<file path="src/design/csa_pkg.sv">
`default_nettype none

package csa_pkg;

	// block number, round count and round-start tag
	localparam int DATA_WIDTH = 32;

	// candidate key, five bytes
	localparam int CW_IN_WIDTH = 40;

	// control word and mixed result, eight bytes
	localparam int CW_WIDTH = 64;

	localparam int BYTE_WIDTH = 8;
	localparam int CW_BYTES = CW_WIDTH / BYTE_WIDTH;

	// byte 6 of every control word built by this engine
	localparam logic [BYTE_WIDTH-1:0] ENGINE_ID = 8'd8;

	// one search job as delivered by the external FIFO
	typedef struct packed {
		logic [DATA_WIDTH-1:0]  block;
		logic [CW_IN_WIDTH-1:0] cand;
		logic [DATA_WIDTH-1:0]  times;
		logic [DATA_WIDTH-1:0]  times_start;
	} csa_job_t;

	// expanded control word, still tagged with its job
	typedef struct packed {
		csa_job_t            job;
		logic [CW_WIDTH-1:0] cw;
	} csa_word_t;

	// final word after all rounds
	typedef struct packed {
		csa_job_t            job;
		logic [CW_WIDTH-1:0] out;
	} csa_result_t;

endpackage

`default_nettype wire

</file>
<file path="src/design/csa_job_fetch.sv">
`timescale 1ns/100ps
`default_nettype none

module csa_job_fetch (
	input  wire               clk,
	input  wire               rst_n,

	input  wire               fifo_ready_i,
	output logic              fifo_ren_o,
	input  wire csa_pkg::csa_job_t job_i,

	output logic              job_valid_o,
	output csa_pkg::csa_job_t job_o,
	input  wire               job_take_i
);

	// read issued last cycle so data is on job_i now
	logic rd_pend;

	// one read at a time and only into an empty slot
	assign fifo_ren_o = fifo_ready_i && !rd_pend && !job_valid_o;

	always_ff @(posedge clk) begin
		if (!rst_n) begin
			rd_pend     <= 1'b0;
			job_valid_o <= 1'b0;
		end else begin
			rd_pend <= fifo_ren_o;

			if (rd_pend) begin
				// slot is known empty here so no take can collide
				job_valid_o <= 1'b1;
			end else if (job_take_i) begin
				job_valid_o <= 1'b0;
			end
		end
	end

	// held job captured with a FIFO read latency of one
	always_ff @(posedge clk) begin
		if (rd_pend) begin
			job_o <= job_i;
		end
	end

	// never read from an empty FIFO or over a held job
	assert property (
		@(posedge clk) disable iff (!rst_n)
		fifo_ren_o |-> fifo_ready_i && !job_valid_o
	);

endmodule

`default_nettype wire

</file>
<file path="src/design/csa_cw_builder.sv">
`timescale 1ns/100ps
`default_nettype none

module csa_cw_builder (
	input  wire                clk,
	input  wire                rst_n,

	input  wire                job_valid_i,
	input  wire csa_pkg::csa_job_t job_i,
	output logic               job_take_o,

	output logic               word_valid_o,
	output csa_pkg::csa_word_t word_o,
	input  wire                word_take_i
);

	// candidate plus engine id with both DVB checksum bytes
	function automatic logic [csa_pkg::CW_WIDTH-1:0] build_cw(
		input logic [csa_pkg::CW_IN_WIDTH-1:0] cand
	);
		logic [csa_pkg::BYTE_WIDTH-1:0] lo_sum;
		logic [csa_pkg::BYTE_WIDTH-1:0] hi_sum;

		// byte 3 covers bytes 0..2
		lo_sum = cand[7:0] + cand[15:8] + cand[23:16];
		// byte 7 covers bytes 4..6
		hi_sum = cand[31:24] + cand[39:32] + csa_pkg::ENGINE_ID;

		return {hi_sum, csa_pkg::ENGINE_ID, cand[39:24], lo_sum, cand[23:0]};
	endfunction

	// slot free now or freed by the round engine this cycle
	assign job_take_o = job_valid_i && (!word_valid_o || word_take_i);

	always_ff @(posedge clk) begin
		if (!rst_n) begin
			word_valid_o <= 1'b0;
		end else if (job_take_o) begin
			word_valid_o <= 1'b1;
		end else if (word_take_i) begin
			word_valid_o <= 1'b0;
		end
	end

	always_ff @(posedge clk) begin
		if (job_take_o) begin
			word_o.job <= job_i;
			word_o.cw  <= build_cw(job_i.cand);
		end
	end

	// held word stays put until the engine takes it
	assert property (
		@(posedge clk) disable iff (!rst_n)
		word_valid_o && !word_take_i |=> $stable(word_o)
	);

endmodule

`default_nettype wire

</file>
<file path="src/design/csa_round_engine.sv">
`timescale 1ns/100ps
`default_nettype none

module csa_round_engine (
	input  wire                  clk,
	input  wire                  rst_n,

	input  wire                  word_valid_i,
	input  wire csa_pkg::csa_word_t word_i,
	output logic                 word_take_o,

	output logic                 ready_o,
	output csa_pkg::csa_result_t result_o
);

	logic                           busy;
	logic [csa_pkg::DATA_WIDTH-1:0] round_cnt;
	logic                           last_round;

	// working copy of the job and word while rounds run
	csa_pkg::csa_job_t              job_q;
	logic [csa_pkg::CW_WIDTH-1:0]   work;

	logic [csa_pkg::BYTE_WIDTH-1:0] round_tag;
	logic [csa_pkg::CW_WIDTH-1:0]   first_word;
	logic [csa_pkg::CW_WIDTH-1:0]   next_word;

	// one mixing round rotates left by a byte and folds the old byte sum
	// and the round tag into the new byte 0
	function automatic logic [csa_pkg::CW_WIDTH-1:0] mix_round(
		input logic [csa_pkg::CW_WIDTH-1:0]   w,
		input logic [csa_pkg::BYTE_WIDTH-1:0] tag
	);
		logic [csa_pkg::BYTE_WIDTH-1:0] sum;
		logic [csa_pkg::CW_WIDTH-1:0]   rot;

		sum = '0;
		for (int i = 0; i < csa_pkg::CW_BYTES; i++) begin
			sum = sum + w[i*csa_pkg::BYTE_WIDTH +: csa_pkg::BYTE_WIDTH];
		end

		rot = {w[csa_pkg::CW_WIDTH-csa_pkg::BYTE_WIDTH-1:0],
			w[csa_pkg::CW_WIDTH-1 -: csa_pkg::BYTE_WIDTH]};
		rot[csa_pkg::BYTE_WIDTH-1:0] = rot[csa_pkg::BYTE_WIDTH-1:0] ^ sum ^ tag;
		return rot;
	endfunction

	// idle also excludes the cycle that presents a result
	assign word_take_o = word_valid_i && !busy && !ready_o;

	// round 0 runs on the take edge itself
	assign first_word = mix_round(word_i.cw, word_i.job.times_start[7:0]);

	// later rounds use k = round_cnt
	assign round_tag  = job_q.times_start[7:0] + round_cnt[7:0];
	assign next_word  = mix_round(work, round_tag);
	assign last_round = (round_cnt == job_q.times - 1'b1);

	always_ff @(posedge clk) begin
		if (!rst_n) begin
			busy      <= 1'b0;
			round_cnt <= '0;
			ready_o   <= 1'b0;
			result_o  <= '0;
		end else begin
			ready_o <= 1'b0;

			if (word_take_o) begin
				round_cnt <= 1;
				if (word_i.job.times == '0) begin
					// no rounds so the plain control word goes back
					result_o.job <= word_i.job;
					result_o.out <= word_i.cw;
					ready_o      <= 1'b1;
				end else if (word_i.job.times == 1) begin
					result_o.job <= word_i.job;
					result_o.out <= first_word;
					ready_o      <= 1'b1;
				end else begin
					busy <= 1'b1;
				end
			end else if (busy) begin
				round_cnt <= round_cnt + 1'b1;
				if (last_round) begin
					result_o.job <= job_q;
					result_o.out <= next_word;
					ready_o      <= 1'b1;
					busy         <= 1'b0;
				end
			end
		end
	end

	always_ff @(posedge clk) begin
		if (word_take_o) begin
			job_q <= word_i.job;
			work  <= first_word;
		end else if (busy) begin
			work <= next_word;
		end
	end

	// ready is a strobe and never a level
	assert property (
		@(posedge clk) disable iff (!rst_n)
		ready_o |=> !ready_o
	);

	// a taken word occupies the engine at least through the next cycle
	assert property (
		@(posedge clk) disable iff (!rst_n)
		word_take_o |=> !word_take_o
	);

endmodule

`default_nettype wire

</file>
<file path="src/design/csa_calc_logic.sv">
`timescale 1ns/100ps
`default_nettype none

module csa_calc_logic (
	input  wire                  clk,
	input  wire                  rst_n,

	// external job FIFO
	input  wire                  fifo_ready_i,
	output logic                 fifo_ren_o,
	input  wire csa_pkg::csa_job_t job_i,

	// result strobe and data
	output logic                 ready_o,
	output csa_pkg::csa_result_t result_o
);

	// fetch to builder
	logic               job_valid;
	logic               job_take;
	csa_pkg::csa_job_t  job;

	// builder to round engine
	logic               word_valid;
	logic               word_take;
	csa_pkg::csa_word_t word;

	csa_job_fetch fetch0 (
		.clk          (clk),
		.rst_n        (rst_n),
		.fifo_ready_i (fifo_ready_i),
		.fifo_ren_o   (fifo_ren_o),
		.job_i        (job_i),
		.job_valid_o  (job_valid),
		.job_o        (job),
		.job_take_i   (job_take)
	);

	csa_cw_builder builder0 (
		.clk          (clk),
		.rst_n        (rst_n),
		.job_valid_i  (job_valid),
		.job_i        (job),
		.job_take_o   (job_take),
		.word_valid_o (word_valid),
		.word_o       (word),
		.word_take_i  (word_take)
	);

	csa_round_engine engine0 (
		.clk          (clk),
		.rst_n        (rst_n),
		.word_valid_i (word_valid),
		.word_i       (word),
		.word_take_o  (word_take),
		.ready_o      (ready_o),
		.result_o     (result_o)
	);

endmodule

`default_nettype wire

</file>
<file path="config.mk">
export PLATFORM = sky130hd
export DESIGN_NAME = csa_calc_logic
export DESIGN_NICKNAME = d
export VERILOG_FILES = /design/src/design/csa_pkg.sv /design/src/design/csa_job_fetch.sv /design/src/design/csa_cw_builder.sv /design/src/design/csa_round_engine.sv /design/src/design/csa_calc_logic.sv
export SDC_FILE = /design/constraint.sdc
export NUM_CORES = 1
export LEC_CHECK = 0
export BUFFER_PORTS_ARGS = -buffer_cell sky130_fd_sc_hd__buf_2
export CAP_MARGIN = 20
export CORE_MARGIN = 8
export CORE_UTILIZATION = 64
export CTS_CLUSTER_SIZE = 12
export DETAILED_ROUTE_END_ITERATION = 7
export PLACE_DENSITY = 0.87
export SYNTH_ARGS = -nofsm -noshare
export SYNTH_HDL_FRONTEND = slang
export SYNTH_SLANG_ARGS = --single-unit
</file>
<file path="constraint.sdc">
create_clock -name clk -period 21.3 [get_ports clk]
set_clock_uncertainty 0.15 [all_clocks]
set_input_delay 2.13 -clock clk [delete_from_list [all_inputs] [get_ports clk]]
set_output_delay 2.13 -clock clk [all_outputs]
set_load 0.02 [all_outputs]
</file>
=== Word-level counts from Yosys, hierarchy flattened ===
Index checks and enable logic that the tools add are counted.

* Bits in registers: 765
* Input port bits: 139
* Output and inout bits: 202

* Add/subtract/negate cells: 21
* Eq/ne operators: 5
* Muxes and demuxes: 23
* Bitwise operators: 5
* Reduce and logical (&&, ||, !) cells: 19

{| class="wikitable"
|+ Operator list
! kind !! count
|-
| 200-bit two-way mux || 5
|-
| 8-bit adder || 17
|-
| 64-bit two-way mux || 1
|-
| 56-bit two-way mux || 1
|-
| 32-bit by 1-bit adder with 32-bit output, second input constant || 1
|-
| 32-bit by 1-bit equality test with 1-bit output, second input constant || 1
|-
| 32-bit equality test || 1
|-
| 32-bit logical NOT || 1
|-
| 32-bit by 1-bit subtractor with 32-bit output, second input constant || 1
|-
| 8-bit XOR || 4
|-
| 8-bit by 4-bit adder with 8-bit output, second input constant || 2
|-
| 1-bit two-way mux || 16
|-
| 2-bit nonzero test || 4
|-
| 1-bit logical AND || 5
|-
| 1-bit logical NOT || 5
|-
| 2-bit inequality test, second input constant || 2
|-
| 3-bit by 1-bit inequality test with 1-bit output, second input constant || 1
|-
| 3-bit AND reduction || 1
|-
| 2-bit AND reduction || 1
|-
| 2-bit OR reduction || 1
|-
| 1-bit logical OR || 1
|-
| 1-bit inverter || 1
|}

=== Longest topological paths before layout ===
Gate-level depths: netlist of the first run.

* Depth in word-level cells: 12
* Mapped depth: 19

=== Modules after synthesis ===
A second synthesis of the first run with hierarchy kept.

* Cell total of the unflattened synthesis: 2934
* Area, all modules: 33032.9 µm²

{| class="wikitable"
|+ By module, submodules not included
! module !! times used !! cells each !! area each (µm²)
|-
| csa_round_engine || 1 || 2501 || 23128.4
|-
| csa_cw_builder || 1 || 291 || 5748.0
|-
| csa_job_fetch || 1 || 142 || 4156.5
|}

=== Least setup slack after synthesis of the first run ===
No wires, ideal clock.

* Kind: flip-flop to flip-flop
* Start point: reg engine0.ready_o
* End point: reg builder0.word_o[100] (netlist name) (enable)
* Arrival time: 12176 ps
* Data required time: 20255 ps
* Slack: 8079 ps
* Cell stages (with the launch flop): 6
* Path through: dfxtp_1 -> nand2b_1 -> or2_2 -> clkbuf_1 -> clkbuf_1 -> a21boi_0

* Longest elaborated chain between the ends: 4

{| class="wikitable"
|+ Ends and longest elaborated chain
! element !! RTL line !! source
|-
| from (decl) || csa_round_engine.sv:12 || <nowiki>output logic ready_o,</nowiki>
|-
| from (signal assigned) || csa_round_engine.sv:63 || <nowiki>ready_o <= 1'b0;</nowiki>
|-
| from (signal assigned) || csa_round_engine.sv:66 || <nowiki>ready_o <= 1'b0;</nowiki>
|-
| from (signal assigned) || csa_round_engine.sv:74 || <nowiki>ready_o <= 1'b1;</nowiki>
|-
| 1-bit logical NOT || csa_round_engine.sv:49 || <nowiki>assign word_take_o = word_valid_i && !busy && !ready_o;</nowiki>
|-
| 1-bit logical AND || csa_round_engine.sv:49 ||
|-
| 1-bit logical OR || csa_cw_builder.sv:33 || <nowiki>assign job_take_o = job_valid_i && (!word_valid_o || word_take_i);</nowiki>
|-
| 1-bit logical AND || csa_cw_builder.sv:33 ||
|-
| net builder0.job_take_o || csa_cw_builder.sv:10 || <nowiki>output logic job_take_o,</nowiki>
|-
| to (decl) || csa_cw_builder.sv:13 || <nowiki>output csa_pkg::csa_word_t word_o,</nowiki>
|}

The timed path passes the listed nets, and every way through them passes these cells.
A chain may end at the register's enable or synchronous reset.

=== Worst setup path after layout of the first run ===
* Start point: in fifo_ready_i
* End point: out fifo_ren_o

* Longest elaborated chain between the ends: 2

{| class="wikitable"
|+ Ends and longest elaborated chain
! element !! RTL line !! source
|-
| from (decl) || csa_calc_logic.sv:9 || <nowiki>input wire fifo_ready_i,</nowiki>
|-
| 1-bit logical AND (2 in a row) || csa_job_fetch.sv:21 || <nowiki>assign fifo_ren_o = fifo_ready_i && !rd_pend && !job_valid_o;</nowiki>
|-
| to (decl) || csa_calc_logic.sv:10 || <nowiki>output logic fifo_ren_o,</nowiki>
|}

Every way passes these cells.

==> out/metrics.cfg, run 1 <==
[run_status]
status=completed

[logic_synthesis]
synthArstFlopShare_pct=0
yosysMostFrequentCell=nand2_1
syn_nets=3169
synthTopCellsByArea=edfxtp_1 45%, dfxtp_1 15%, nand2_1 11%
yosys_register_bits=724
synth_common_cells=930 x nand2_1, 487 x edfxtp_1, 237 x dfxtp_1
synthSimpleGateAreaFrac_pct=14.7
yosysUniqueCellTypes=70
synth_warnings=0
ys_seq_area_share_pct=59.3
synth_edf_count=487
synth.area.mux_share_pct=6.81
synthesis.instances=2899
yosysTopAreaCell=edfxtp_1
syn_avg_cell_area_um2=11.3
synth_compound_area_share_pct=3.60
synth.top_cell.area_share_pct=44.8
synthFlopType=edfxtp_1
synth_top_family_by_area=simple AND/OR/NAND/NOR gates
synthAdderAreaFrac_pct=6.88
synth_xor_area_share_pct=3.92
netlist_area_um2=32700

[clocking]
h-tree-depth=3
cts_resized=0
cts.sinks=724
clock_path_buffers=3
cts_made_buffers=75
cts_root_buf=clkbuf_16
worstSkewPairLatency_ns=0.63
cts_tree=done
cts_hold_buf=0
clkTransAtPathRegs_ns=0.06
post_cts_buffers=0

[routing]
ant_nets=0
firstDrtPassIters=6
viasPerCell=5.78
routed_wl_mm=87.0
wl_per_cell_um=22.1
dr.first_iter.drc_count=2480
dr_total_vias=22700
drc=0

[global_route]
antenna_found_initial=5
grt_max_degree=223
track_usage_pct=28.9
grt_first_pass_wirelength_mm=133
gr-total-overflow=0
grt_pass1_vias=23000

[finish]
final_core_util_pct=73.5
finalNonFillerCells=3932
area_growth_syn_to_layout_pct=13.2
drive_gt1_share_pct=14.6
nets=3463

[timing]
slew_viol_final=0
final.setup.tns_ns=0
final.period_utilization_pct=23.0
maxSlewHeadroom_pct=20.9
finalSetupViolations=0
rsz0062_at_grt=false
finalCriticalPeriod_ns=4.90
max_clock_freq_ghz=0.204
hold_viol=0
tightest_slew_ns=1.19

[setup_path]
worstPathRequired_ns=19.02
path_max_fanout=2
start_kind=primary input
crit_type=primary input to primary output
cp_data_arrival_time_ns=2.62
cp-end-kind=primary output

[placement]
port_buffers=340
dp_hpwl_mm=59.7
dp.cells=3787
gp_routability_congestion=0.935

[floorplan]
die_h_um=242
initial_core_util_pct=65.0
fp.dieArea_um2=58500
io_pins=341
die_w_um=242
rows=82
coreArea_um2=50300

[power_and_ir_drop]
ir_drop_mv=0.180
total_power_mw=4.03
p_per_area_nw_per_um2=109
leakage_nw=16.6

[flow_run]
cap_violations=0

[worst_hold_path]
hold_class=flip-flop to flip-flop

## routing by layer
| layer | routed length (µm) | vias up | share of wire, % | GRT usage [%] |
|---|---|---|---|---|
| met2 | 41500 | 1277 | 48 | 46.7 |
| met5 | 13 | - | 0.015 | 0 |
| met3 | 8450 | 205 | 9.7 | 7.19 |
| li1 | - | 10300 | - | - |
| met4 | 3680 | 2 | 4.2 | 12.1 |
| met1 | 33300 | 11000 | 38 | 37.1 |
## layout make-up
type | count | area, µm²
fillers | 3210 | 13300
flip-flops and latches | 724 | 19400
diodes | 4 | 10.0
clock inverters | 17 | 241
clock buffers | 123 | 2150
multi-input cells | 1858 | 11800
well taps | 672 | 841
inverters | 180 | 683
repair buffers | 354 | 1890
## metrics by stage
step	instance area [µm²]	hold WS [ns]	worst slack (ns)
global route	36900	0.268	16.34
floorplan	32700	0.250	8.08
detailed placement	34500	0.255	16.40
finish	37000	0.266	16.40
CTS	36900	0.264	16.40
global placement	34500	0.251	16.38
## state kept, by name, indices dropped and copies added, names as in the netlist
signal and count:
fetch0.job_o 136, engine0.result_o 200, engine0.ready_o 1, engine0.work 63
builder0.word_valid_o 1, fetch0.rd_pend 1, builder0.word_o 152, engine0.job_q 136
fetch0.job_valid_o 1, engine0.busy 1, engine0.round_cnt 32
## cells in the final DEF, fill, tap and decap left out, types with 14 or more instances in the layout
master     synthesis  final
nand2_1          930    930
edfxtp_1         487    487
buf_2              1    339
dfxtp_1          237    236
mux2i_1          220    220
inv_1            180    179
xnor2_1          107    107
nor2_1            83     83
fa_1              81     81
clkbuf_16          0     78
o21ai_0           74     74
a21oi_1           58     58
ha_1              50     50
clkbuf_1         113     42
xor2_1            39     39
nand3_1           21     21
a21o_1            18     18
nand4_1           16     16
nor3_1            17     16
nor4_1            15     15
or3_1             15     14
## power breakdown
group          internal, mW  total, mW  switching [mW]
sequential             1.59       1.63          0.0401
combinational         0.472       1.11           0.643
clock                 0.736       1.29           0.556
## kinds of logic after synthesis
kind of cell | Yosys count
AOI/OAI and AO/OA | 195
xor gates and xnor gates | 146
adders and majority gates | 131
buffers and inverters | 317
DFF | 724
muxes | 222
and+or+nand+nor | 1164
## worst paths after layout
path,endpoint,cells after the start,slack [ns],startpoint
worst max-delay path,fifo_ren_o,3,16.40,fifo_ready_i
worst min-delay path,builder0.word_o[193]$_DFFE_PP_,0,0.27,fetch0.job_o[129]$_DFFE_PP_
worst max register to register,engine0.result_o[7]$_SDFFE_PN0P_,16,16.56,engine0.work[27]$_DFFE_PP_
worst min register to register,builder0.word_o[193]$_DFFE_PP_,0,0.27,fetch0.job_o[129]$_DFFE_PP_
## critical path, cell delays in order
cell	delay (ns)
buf_2	0.08
nor3b_1	0.19
buf_2	0.21
Power figures use the tool's default switching activity.
==> run 2, diff against run 1 <==
Settings changed: CORE_UTILIZATION 64 to 53, PLACE_DENSITY 0.87 to 0.77.
Clock period 21.3 ns to 4.05 ns, I/O delays scaled along.
==> run 2 against run 1 <==
Critical endpoint is now engine0.result_o[3]$_SDFFE_PN0P_. Design area is 7.7% higher. Sequential share of layout area shrank 3.8 points. Highest routed layer is now met4. Largest cell class unchanged. First-iteration DRC count shrank 18%. The flow now finishes with violations (negative setup slack).
==> out/metrics.cfg, run 2 (same netlist as run 1, synthesis figures left out) <==
[setup_path]
cp-end-kind=flip-flop
cp_data_arrival_time_ns=4.75  ; +2.13 ns
crit_slowest_cell=fa_1
cpLargestDelayFamily=adder cells
cpPeakStageDelay_ns=0.55  ; +0.34 ns
start_kind=flip-flop
path_buf_inv=5  ; +3
r2r_start=engine0.work[2]$_DFFE_PP_
path_max_fanout=2  ; unchanged
worstPathRequired_ns=4.46  ; -14.56 ns
cp_cell_sequence=inv_2 > fa_1 > inv_2 > fa_1 > fa_1 > inv_1 > fa_1 > inv_2 > ha_4 > inv_2 > fa_2 > xnor2_2 > xnor2_1 > xnor2_1 > nor2_1 > a21oi_1 > nand2_1 > mux2i_1
crit_type=flip-flop to flip-flop
crit_start=engine0.work[2]$_DFFE_PP_

[timing]
rsz0062_at_grt=true
slew_viol_final=0  ; unchanged
max_clock_freq_ghz=0.230
whs_ns=0.0426  ; -0.224 ns
finalSetupViolations=10  ; +10
final.setup.tns_ns=-2.27  ; -2.27 ns
final.period_utilization_pct=107
hold_viol=0  ; unchanged
tightest_slew_ns=0.902  ; -0.285 ns
finalCriticalPeriod_ns=4.35
maxSlewHeadroom_pct=39.9  ; +19 points
worst_slack_ns=-0.295  ; -16.70 ns

[placement]
gp_routability_congestion=0.911  ; -2.6%
dp_hpwl_mm=61.4  ; +3.0%
port_buffers=340  ; unchanged
place_ws_ns=-0.349  ; -16.75 ns

[finish]
final_common_cell=nand2_1
fill_cells=4549  ; +42%
regMostFlops=engine0.result_o
nets=3732  ; +7.8%
reg.largest.list=engine0.result_o (200), builder0.word_o (152)
layout_common_cells=930 x nand2_1, 487 x edfxtp_1, 339 x buf_2
area_growth_syn_to_layout_pct=21.9
final_core_util_pct=65.0  ; -8.5 points
drive_gt1_share_pct=18.7  ; +4.0 points
largest_reg_flops=200  ; unchanged

[routing]
firstDrtPassIters=5  ; -1
wl_per_cell_um=20.7  ; -6.5%
ant_nets=0  ; unchanged
dr_total_vias=23100  ; +1.4%
viasPerCell=5.34  ; -7.7%
dr.first_iter.drc_count=2024  ; -18%
routed_wl_mm=89.3  ; +2.7%
drc=0  ; unchanged

[clocking]
clock_path_buffers=3  ; unchanged
clkTransAtPathRegs_ns=0.06  ; about the same
cts_made_buffers=78  ; +4.0%
cts.sinks=724  ; unchanged
worstSkewPairLatency_ns=0.63  ; about the same
cts_tree=done
h-tree-depth=3  ; unchanged
cts_root_buf=clkbuf_16

[worst_hold_path]
hold_class=primary input to flip-flop
hold_start=fifo_ready_i

[floorplan]
fp.dieArea_um2=69800  ; +19%
io_pins=341  ; unchanged
die_h_um=264  ; +9.2%
initial_core_util_pct=53.3  ; -12 points
rows=91  ; +11%
die_w_um=264  ; +9.2%
coreArea_um2=61300  ; +22%

[run_status]
violations=negative setup slack
status=complete, but fails checks

[power_and_ir_drop]
ir_drop_mv=1.23  ; +580%
power_frac_comb_pct=32.6  ; +5.0 points
p_sw_share_pct=30.7  ; about the same
pwr-share-seq_pct=37.2  ; -3.2 points
clockPowerShare_pct=30.2  ; -1.8 points
leakage_nw=18.0  ; +8.0%
p_per_area_nw_per_um2=576  ; +430%
switching_power_mw=7.04  ; +470%
p_int_mw=15.9  ; +470%

[flow_run]
cap_violations=0  ; unchanged

[global_route]
use_met1_pct=32.2  ; -5.0 points
antenna_found_initial=4  ; -1
grt_max_degree=152  ; -32%
gr-total-overflow=0  ; unchanged
use_met3_pct=5.12  ; -2.1 points
gr-usage-met2_pct=41.0  ; -5.6 points
gr-max-usage-layer=met2
grt_first_pass_wirelength_mm=137  ; +3.1%
grt_pass1_vias=23500  ; +2.3%
track_usage_pct=25.1  ; -3.8 points

[run 2: metal layers]
metal | wire length [µm] | up-vias
met5 | 0 | -
met4 | 3930 | 0
met3 | 7020 | 207
met2 | 42700 | 973
met1 | 35600 | 11000
li1 | - | 10800
[run 2: area by class of cell]
type / instances / area, µm² / area share, %
inverters: 180 / 683 / 1.72
clock inverters: 20 / 190 / 0.478
clock buffers: 124 / 2280 / 5.72
well taps: 790 / 988 / 2.48
diodes: 4 / 10.0 / 0.0251
repair buffers: 620 / 4340 / 10.9
multi-input cells: 1858 / 11900 / 30.0
flip-flops and latches: 724 / 19400 / 48.7
[run 2: per-stage QoR]
stage / area, µm² / instances / total power [mW]
CTS: 39600 / 4312 / 22.2
finish: 39800 / 4320 / 22.9
global route: 39800 / 4319 / 23.9
global placement: 35700 / 4026 / 14.8
detailed placement: 35700 / 4026 / 15.0
floorplan: 32700 / 2899 / 13.1
[run 2: final timing paths]
path / slack [ns] / cells past startpoint / to
setup / recovery: -0.30 / 18 / engine0.result_o[3]$_SDFFE_PN0P_
hold / removal: 0.04 / 3 / fetch0.rd_pend$_SDFF_PN0_
setup reg to reg: -0.30 / 18 / engine0.result_o[3]$_SDFFE_PN0P_
hold reg to reg: 0.25 / 0 / builder0.word_o[85]$_DFFE_PP_
[run 2: power by group through the flow]
| stage | registers (mW) | logic, mW | clock network [mW] |
|---|---|---|---|
| 2_1_floorplan | 8.64 | 4.48 | 0 |
| 3_3_place_gp | 8.67 | 6.16 | 0 |
| 3_5_place_dp | 8.68 | 6.36 | 0 |
| 4_1_cts | 8.53 | 6.75 | 6.96 |
| 5_1_grt | 8.55 | 8.11 | 7.26 |
| 6_report | 8.53 | 7.46 | 6.93 |
[run 2: worst reg2reg max path: stages, from the launching register on]
cell	delay, ns
edfxtp_1	0.37
inv_2	0.05
fa_1	0.55
inv_2	0.04
fa_1	0.49
fa_1	0.49
inv_1	0.05
fa_1	0.50
inv_2	0.05
ha_4	0.16
inv_2	0.05
fa_2	0.45
xnor2_2	0.15
xnor2_1	0.18
xnor2_1	0.15
nor2_1	0.08
a21oi_1	0.14
nand2_1	0.06
mux2i_1	0.13
[run 2: what timing repair did]
action | 4_1_cts | 5_1_grt
endpoints found under the setup margin | 11 | 127
pin swaps | 18 | 25
setup buffers | 7 | 3
endpoints found under the hold margin | 136 | 0
cloned | 0 | 1
gates resized for setup | 10 | 26
hold buffers | 136 | 0
